### config.mk
export PLATFORM = sky130hd
export DESIGN_NAME = debug_unit
export DESIGN_NICKNAME = d
export VERILOG_FILES = /design/src/hdl/debug_pkg.sv /design/src/hdl/debug_unit.sv /design/src/hdl/byte_serializer.sv /design/src/hdl/dump_channel.sv /design/src/hdl/command_decoder.sv
export SDC_FILE = /design/constraint.sdc
export NUM_CORES = 1
export LEC_CHECK = 0
export BUFFER_PORTS_ARGS = -buffer_cell sky130_fd_sc_hd__buf_2
export CORE_MARGIN = 2
export CORE_UTILIZATION = 50
export CTS_CLUSTER_DIAMETER = 80
export DETAILED_ROUTE_END_ITERATION = 10
export GPL_TIMING_DRIVEN = 0
export PLACE_DENSITY = 0.73
export SETUP_SLACK_MARGIN = 0.4
export SYNTH_ARGS = -nofsm -noshare
export SYNTH_HDL_FRONTEND = slang
export SYNTH_HIERARCHICAL = 1
export SYNTH_SLANG_ARGS = --single-unit
### constraint.sdc
create_clock -name i_clock -period 2.3 [get_ports i_clock]
set_input_delay 0.575 -clock i_clock [delete_from_list [all_inputs] [get_ports i_clock]]
set_output_delay 0.575 -clock i_clock [all_outputs]
set_load 0.05 [all_outputs]
### src/hdl/debug_pkg.sv
package debug_pkg;

    // sizes
    localparam int BYTE_W         = 8;
    localparam int WORD_W         = 32;
    localparam int BYTES_PER_WORD = 4;
    localparam int BYTE_CNT_W     = $clog2(BYTES_PER_WORD);
    localparam int ADDR_W         = 5;     // data memory and register bank
    localparam int IMEM_ADDR_W    = 8;
    localparam int IMEM_BYTES     = 256;   // one full load

    typedef logic [BYTE_W-1:0] byte_t;
    typedef logic [WORD_W-1:0] word_t;

    // command bytes, as typed on the host side
    localparam byte_t CMD_LOAD_IMEM = 8'h4c;   // 'L'
    localparam byte_t CMD_SEND_INFO = 8'h49;   // 'I'
    localparam byte_t CMD_STEP_MODE = 8'h53;   // 'S'
    localparam byte_t CMD_STEP      = 8'h4e;   // 'N'
    localparam byte_t CMD_CONTINUE  = 8'h43;   // 'C'

    // dump channels, sent in index order
    localparam int N_CHANNELS = 3;
    localparam int CH_PC      = 0;
    localparam int CH_DMEM    = 1;
    localparam int CH_REGS    = 2;

    localparam int CHANNEL_WORDS [N_CHANNELS] = '{1, 32, 32};

    // byte from the uart receiver
    typedef struct packed {
        logic  done;      // one cycle strobe
        byte_t data;
    } rx_byte_t;

    // byte to the uart transmitter
    typedef struct packed {
        logic  start;     // level, held until tx done
        byte_t data;
    } tx_byte_t;

    // instruction memory write port
    typedef struct packed {
        logic                   write;
        logic [IMEM_ADDR_W-1:0] addr;
        byte_t                  data;
    } imem_write_t;

    // read request to a word source, data comes back one cycle later
    typedef struct packed {
        logic              read;
        logic [ADDR_W-1:0] addr;
    } dump_req_t;

endpackage
### src/hdl/debug_unit.sv
`timescale 1ns/100ps

module debug_unit import debug_pkg::*; (
    input  logic        i_clock,
    input  logic        i_reset,
    input  rx_byte_t    i_rx,
    input  logic        i_halt,
    input  logic        i_tx_done,
    input  word_t       i_pc_value,
    input  word_t       i_dmem_data,
    input  word_t       i_reg_data,
    output tx_byte_t    o_tx,
    output imem_write_t o_imem,
    output logic        o_pipeline_enable,
    output dump_req_t   o_dmem_req,
    output dump_req_t   o_reg_req
);

    logic [N_CHANNELS:0]   start_chain;  // done of channel i starts channel i+1
    logic [N_CHANNELS-1:0] chan_load;
    logic                  word_sent;
    word_t                 src_word  [N_CHANNELS];
    word_t                 chan_word [N_CHANNELS];
    dump_req_t             chan_req  [N_CHANNELS];

    assign src_word[CH_PC]   = i_pc_value;   // pc ignores the address
    assign src_word[CH_DMEM] = i_dmem_data;
    assign src_word[CH_REGS] = i_reg_data;

    command_decoder u_decoder (
        .i_clock           (i_clock),
        .i_reset           (i_reset),
        .i_rx              (i_rx),
        .i_halt            (i_halt),
        .i_dump_done       (start_chain[N_CHANNELS]),
        .o_dump_start      (start_chain[0]),
        .o_pipeline_enable (o_pipeline_enable),
        .o_imem            (o_imem)
    );

    for (genvar g = 0; g < N_CHANNELS; g++) begin : g_channel
        dump_channel #(
            .WORDS (CHANNEL_WORDS[g])
        ) u_channel (
            .i_clock     (i_clock),
            .i_reset     (i_reset),
            .i_start     (start_chain[g]),
            .i_word      (src_word[g]),
            .i_word_sent (word_sent),
            .o_req       (chan_req[g]),
            .o_load      (chan_load[g]),
            .o_word      (chan_word[g]),
            .o_done      (start_chain[g+1])
        );
    end

    byte_serializer u_serializer (
        .i_clock     (i_clock),
        .i_reset     (i_reset),
        .i_load      (chan_load),
        .i_word      (chan_word),
        .i_tx_done   (i_tx_done),
        .o_tx        (o_tx),
        .o_word_sent (word_sent)
    );

    assign o_dmem_req = chan_req[CH_DMEM];
    assign o_reg_req  = chan_req[CH_REGS];

endmodule

### src/hdl/byte_serializer.sv
`timescale 1ns/100ps

module byte_serializer import debug_pkg::*; (
    input  logic                  i_clock,
    input  logic                  i_reset,
    input  logic [N_CHANNELS-1:0] i_load,
    input  word_t                 i_word [N_CHANNELS],
    input  logic                  i_tx_done,
    output tx_byte_t              o_tx,
    output logic                  o_word_sent
);

    typedef enum logic [1:0] {
        IDLE,
        SEND,   // start high, waiting for tx done
        GAP     // start low between two bytes
    } state_t;

    state_t                state;
    logic [BYTE_CNT_W-1:0] byte_cnt;
    word_t                 shift_word;  // current byte sits on top
    word_t                 load_word;

    // only one channel is active, so at most one load bit is set
    always_comb begin
        load_word = i_word[0];
        for (int c = 0; c < N_CHANNELS; c++) begin
            if (i_load[c]) begin
                load_word = i_word[c];
            end
        end
    end

    always_ff @(posedge i_clock) begin
        if (i_reset) begin
            state       <= IDLE;
            byte_cnt    <= '0;
            o_word_sent <= 1'b0;
        end else begin
            o_word_sent <= 1'b0;

            case (state)
                IDLE: begin
                    if (|i_load) begin
                        byte_cnt <= '0;
                        state    <= SEND;
                    end
                end

                SEND: begin
                    if (i_tx_done) begin
                        if (byte_cnt == BYTE_CNT_W'(BYTES_PER_WORD - 1)) begin
                            o_word_sent <= 1'b1;
                            state       <= IDLE;
                        end else begin
                            byte_cnt <= byte_cnt + 1'b1;
                            state    <= GAP;
                        end
                    end
                end

                GAP: begin
                    state <= SEND;
                end

                default: begin
                    state <= IDLE;
                end
            endcase
        end
    end

    always_ff @(posedge i_clock) begin
        if (state == IDLE && |i_load) begin
            shift_word <= load_word;
        end else if (state == SEND && i_tx_done) begin
            shift_word <= shift_word << BYTE_W;  // msb first
        end
    end

    assign o_tx = '{start: (state == SEND), data: shift_word[WORD_W-1 -: BYTE_W]};

endmodule

### src/hdl/dump_channel.sv
`timescale 1ns/100ps

module dump_channel import debug_pkg::*; #(
    parameter int WORDS = 32
) (
    input  logic      i_clock,
    input  logic      i_reset,
    input  logic      i_start,
    input  word_t     i_word,
    input  logic      i_word_sent,
    output dump_req_t o_req,
    output logic      o_load,
    output word_t     o_word,
    output logic      o_done
);

    typedef enum logic [1:0] {
        IDLE,
        READ,       // address on the bus, source samples it at the end
        CAPTURE,    // source data valid
        WAIT_SENT   // serializer busy with the word
    } state_t;

    state_t            state;
    logic [ADDR_W-1:0] addr;

    always_ff @(posedge i_clock) begin
        if (i_reset) begin
            state  <= IDLE;
            addr   <= '0;
            o_load <= 1'b0;
            o_done <= 1'b0;
        end else begin
            o_load <= 1'b0;
            o_done <= 1'b0;

            case (state)
                IDLE: begin
                    if (i_start) begin
                        addr  <= '0;
                        state <= READ;
                    end
                end

                READ: begin
                    state <= CAPTURE;
                end

                CAPTURE: begin
                    o_load <= 1'b1;
                    state  <= WAIT_SENT;
                end

                WAIT_SENT: begin
                    if (i_word_sent) begin
                        if (addr == ADDR_W'(WORDS - 1)) begin
                            o_done <= 1'b1;  // hands the turn to the next channel
                            state  <= IDLE;
                        end else begin
                            addr  <= addr + 1'b1;
                            state <= READ;
                        end
                    end
                end

                default: begin
                    state <= IDLE;
                end
            endcase
        end
    end

    always_ff @(posedge i_clock) begin
        if (state == CAPTURE) begin
            o_word <= i_word;
        end
    end

    assign o_req = '{read: (state != IDLE), addr: addr};

endmodule

### src/hdl/command_decoder.sv
`timescale 1ns/100ps

module command_decoder import debug_pkg::*; (
    input  logic        i_clock,
    input  logic        i_reset,
    input  rx_byte_t    i_rx,
    input  logic        i_halt,
    input  logic        i_dump_done,
    output logic        o_dump_start,
    output logic        o_pipeline_enable,
    output imem_write_t o_imem
);

    typedef enum logic [2:0] {
        IDLE,
        LOAD,
        READY,
        RUN,
        STEP,
        DUMP
    } state_t;

    state_t                 state;
    logic [IMEM_ADDR_W-1:0] load_count;    // next imem byte address
    logic                   back_to_step;  // where the dump returns
    logic                   imem_write;
    logic [IMEM_ADDR_W-1:0] imem_addr;
    byte_t                  imem_data;

    always_ff @(posedge i_clock) begin
        if (i_reset) begin
            state             <= IDLE;
            load_count        <= '0;
            back_to_step      <= 1'b0;
            o_dump_start      <= 1'b0;
            o_pipeline_enable <= 1'b0;
            imem_write        <= 1'b0;
        end else begin
            o_dump_start <= 1'b0;
            imem_write   <= 1'b0;

            case (state)
                IDLE: begin
                    if (i_rx.done) begin
                        if (i_rx.data == CMD_LOAD_IMEM) begin
                            state      <= LOAD;
                            load_count <= '0;
                        end else if (i_rx.data == CMD_SEND_INFO) begin
                            state        <= DUMP;
                            back_to_step <= 1'b0;
                            o_dump_start <= 1'b1;
                        end
                    end
                end

                LOAD: begin
                    if (i_rx.done) begin
                        imem_write <= 1'b1;
                        load_count <= load_count + 1'b1;
                        if (load_count == IMEM_ADDR_W'(IMEM_BYTES - 1)) begin
                            state <= READY;  // last byte of the image
                        end
                    end
                end

                READY: begin
                    if (i_rx.done) begin
                        if (i_rx.data == CMD_STEP_MODE) begin
                            state <= STEP;
                        end else if (i_rx.data == CMD_CONTINUE) begin
                            state             <= RUN;
                            o_pipeline_enable <= 1'b1;
                        end
                    end
                end

                RUN: begin
                    if (i_halt) begin
                        state             <= DUMP;
                        back_to_step      <= 1'b0;
                        o_pipeline_enable <= 1'b0;
                        o_dump_start      <= 1'b1;
                    end
                end

                STEP: begin
                    if (i_halt) begin
                        state        <= DUMP;
                        back_to_step <= 1'b0;
                        o_dump_start <= 1'b1;
                    end else if (i_rx.done) begin
                        if (i_rx.data == CMD_STEP) begin
                            state             <= DUMP;
                            back_to_step      <= 1'b1;
                            o_pipeline_enable <= 1'b1;  // exactly one cycle
                        end else if (i_rx.data == CMD_CONTINUE) begin
                            state             <= RUN;
                            o_pipeline_enable <= 1'b1;
                        end
                    end
                end

                DUMP: begin
                    // a step runs its single enable cycle here, the dump starts after it
                    if (o_pipeline_enable) begin
                        o_pipeline_enable <= 1'b0;
                        o_dump_start      <= 1'b1;
                    end
                    if (i_halt) begin
                        back_to_step <= 1'b0;
                    end
                    if (i_dump_done) begin
                        state <= back_to_step ? STEP : IDLE;
                    end
                end

                default: begin
                    state <= IDLE;
                end
            endcase
        end
    end

    always_ff @(posedge i_clock) begin
        if (state == LOAD && i_rx.done) begin
            imem_addr <= load_count;
            imem_data <= i_rx.data;
        end
    end

    assign o_imem = '{write: imem_write, addr: imem_addr, data: imem_data};

endmodule

Yosys cells after proc, flatten, opt, wreduce, memory -nomap -nowiden
Cells that the tools add are included.

Bits in registers: 191. Bits in latches: 0. RAM bits: 0. Memory bits (read-only): 0. Output and inout port bits: 39. Logic and storage cells: 215. Memories kept: 0.

Add/sub/neg operators: 5. Multipliers: 0. Divide/modulo/power cells: 0. $lt $le $gt $ge: 0. Eq/ne operators: 53. Shift operators: 0. Muxes and demuxes: 84. Bitwise operators: 7. Reductions and logical operators: 39.

Operators with widths (number): $mux W32 (4); $mux W5 (9); $mux W3 (14); $eq A8 B7 Y1 const B (5); $ne A2 B2 Y1 const B (17); $pmux W5 S2 (3); $mux W1 (29); $mux W2 (12); $mux W8 (3); $pmux W2 S4 (3); $reduce_and A4 Y1 (5); $pmux W3 S6 (1); $eq A2 B2 Y1 const B (8); $ne A2 B1 Y1 const B (8); $pmux W8 S2 (1); $reduce_bool A2 Y1 (8); $add A5 B1 Y5 const B (3); $reduce_or A3 Y1 (5); $eq A5 B5 Y1 const B (2); $add A8 B1 Y8 const B (1); $eq A2 B1 Y1 const B (4); $eq A8 B8 Y1 const B (1); $logic_not A2 Y1 (4); $reduce_and A2 Y1 (4); 21 further kinds (34).

Logic depth before layout (Yosys ltp)
Word-level depth: 6. Gate-level depth with buffers: 7.

By module
The synthesis kept the hierarchy.

Modules (own cells, without submodules): dump_channel (g_channel[1].u_channel ...) (times used 2, cells an instance 84, area an instance 1465.2 µm², seq. area each 1141.1 µm²); byte_serializer (times used 1, cells an instance 199, area an instance 2329.7 µm², seq. area each 1061.0 µm²); command_decoder (times used 1, cells an instance 154, area an instance 1530.2 µm², seq. area each 780.7 µm²); dump_channel (g_channel[0].u_channel) (times used 1, cells an instance 88, area an instance 1476.4 µm², seq. area each 1141.1 µm²).

Worst setup path before layout
OpenSTA, ideal clock, no wires.

Kind: register to register. Start point: reg u_serializer.state[0]. End point: reg u_serializer.shift_word[0] (enable). Setup time: 389 ps. Arrival: 2024 ps. Slack: -113 ps. Cell stages (with the launch flop): 4. Path buffers: 0. Period minus slack after synthesis: 2413 ps. Path through: dfxtp_1 nor2b_1 nand2_1 nand2_1.

RTL lines: start: declaration (RTL line byte_serializer.sv:19) `state_t state;`; start signal: assignment (RTL line byte_serializer.sv:36) `state <= IDLE;`; start signal: assignment (RTL line byte_serializer.sv:46) `state <= SEND;`; start signal: assignment (RTL line byte_serializer.sv:54) `state <= IDLE;`; end signal: assignment (RTL line byte_serializer.sv:75) `shift_word <= load_word;`; end signal: assignment (RTL line byte_serializer.sv:77) `shift_word <= shift_word << BYTE_W;`; end: declaration (RTL line byte_serializer.sv:21) `word_t shift_word;`.

==> impl_metrics.ini <==
[outcome]
status = complete, no violations

[finish]
multiInputGateArea_um2 = 2780
antenna_cells = 0
area_delta_synth_final_pct = 20.5
layout.cells.non_filler = 1006
drive_gt1_frac = 0.347
layout.nets = 907
fin_util = 0.622
seq_area_um2 = 5280
n_fill_cell = 1253

[setup_path]
crit_type = reg -> out
rrSetupSlack_ns = 0.47
crit_path_start_kind = flip-flop
crit_fanout = 4
cp.required_ns = 1.73
cp.arrival_ns = 1.27
end_kind = primary output

[timing]
hold_viol = 0
rsz0062_at_grt = yes
max_freq_mhz = 543
setup-tns-final_ns = 0
whs_ns = 0.319
fin_crit_sh = 0.800
slew_headroom = 0.376
setup_violations = 0
worst_slew_pin_slew_ns = 0.936
period_minus_slack_ns = 1.84
slew_violations = 0
clock_skew_ns = 0.00897

[global_route]
grt_start_max_net_pins = 37
grtUsageMet3 = 0.0483
gr-usage-met2 = 0.352
grt.overflow.total = 0
grt_usage = 0.199
antenna_found_initial = 0
use_met1 = 0.236
grt_pass1_wl_mm = 27.2
grt_pass1_vias = 5440
grt_busiest_layer = met2

[power_and_ir_drop]
power_mw = 7.11
ir_worst_vdd_v = 0.000498
p_per_area_nw_per_um2 = 714
leakagePower_nw = 3.67

[floorplan]
ios = 148
fp.dieH_um = 133
row_count = 46
fp.dieW_um = 133
start_util = 0.516
die_area_um2 = 17600
core_um2 = 16000

[clock_network]
htree_levels = 4
clk_latency_ns = 0.43
cts_buffer_depth = 2
cts.clk_slew.worst_paths_ns = 0.07
cts_buffers = 17
cts_root_buf = clkbuf_16
clock-sinks = 191
cts_tree = yes
cts_hold_buf = 0

[synth]
avgSynthCellArea_um2 = 13.6
postSynthCellCount = 608
yosysWarnings = 6
syn_area_um2 = 8260
synthesis.nets = 738

[placement]
place_congestion = 0.792
dp_cells = 972
dpl.hpwl_mm = 12.2
port_buffers = 147

[detailed_routing]
via_per_inst = 5.30
wirelength_mm = 17.3
dr.pass1.iters = 4
num_vias = 5332
postRouteAntennaNets = 0
route.detailed.drc = 0
drtIter0Drc = 338
wl_per_cell_um = 17.2

[job]
max_cap_violations = 0

[worst_hold_path]
hold_path.class = in -> reg
## worst max-delay path, stage by stage, from the launching register on
cell     delay [ns]
dfxtp_2        0.35
inv_1          0.08
ha_4           0.18
inv_2          0.08
buf_8          0.15
## cell usage in the layout, fill, tap and decap left out, types with 4 or more instances in the layout
cell type,instances
a211oi_1,10
a211oi_2,4
a21oi_1,11
a311oi_1,4
a31oi_1,4
and2_1,4
buf_2,150
buf_4,15
clkbuf_1,7
clkbuf_16,17
clkinv_4,4
dfxtp_1,38
dfxtp_2,9
edfxtp_1,144
ha_1,16
inv_1,20
inv_2,4
inv_6,5
mux2_1,4
mux2_2,9
mux2_4,20
mux2i_1,39
nand2_1,41
nand2b_1,6
nand3_1,11
nand4_1,4
nor2_1,39
nor2b_1,12
nor3_1,5
nor3b_1,5
o21ai_0,37
or3_1,6
xnor2_1,6
## routing by layer
layer  vias to the layer above  wire length, um
met2                       176             9090
li1                       2590                -
met1                      2545             7130
met3                        21              899
met5                         -                0
met4                         0              223
## path summary, 6_finish.rpt
check        depth (start not counted)                                end                             from
min reg2reg                          1     g_channel[0].u_channel/addr[2]   g_channel[0].u_channel/addr[2]
max reg2reg                          7     g_channel[2].u_channel/addr[1]   g_channel[2].u_channel/addr[0]
min                                  1  g_channel[0].u_channel/o_word[17]                   i_pc_value[17]
max                                  4                      o_dmem_req[5]  g_channel[1].u_channel/state[1]
## registers in the layout (all words and copies together), names as in the netlist, 2 cells and up
signal,cells
g_channel.u_channel/o_load,3
g_channel.u_channel/state,6
u_decoder/load_count,8
g_channel.u_channel/o_word,96
g_channel.u_channel/addr,15
u_decoder/state,3
u_serializer/shift_word,32
g_channel.u_channel/o_done,3
u_decoder/imem_addr,8
u_serializer/byte_cnt,2
u_decoder/imem_data,8
u_serializer/state,2
## power by group
| part | internal, mW | total, mW | switching, mW | leakage, nW |
|---|---|---|---|---|
| clock network | 1.41 | 2.69 | 1.28 | 0.270 |
| registers | 3.78 | 3.81 | 0.0271 | 1.69 |
| logic | 0.274 | 0.612 | 0.338 | 1.71 |
## cell type report
cell class              instances  area share
plain buffers                  31      0.0204
clock buffers                  19      0.0435
clock inverters                13      0.0104
inverters                      25     0.00993
multi-input cells             361       0.279
flip-flops and latches        191       0.530
well taps                     216      0.0271
repair buffers                150      0.0797
## per-stage QoR
stage          setup slack, ns  area, um^2
6_report                 0.460        9960
4_1_cts                  0.404        9910
2_1_floorplan            0.460        8270
3_5_place_dp             0.104        9310
5_1_grt                  0.342        9960
3_3_place_gp            0.0411        9280
## timing repair
action                                  4_1_cts  5_1_grt
buffers inserted                              1        1
endpoints found under the setup margin       58       48
resized for setup                            20       15
pin swaps                                     0        3
Power figures use the tool's default switching activity.
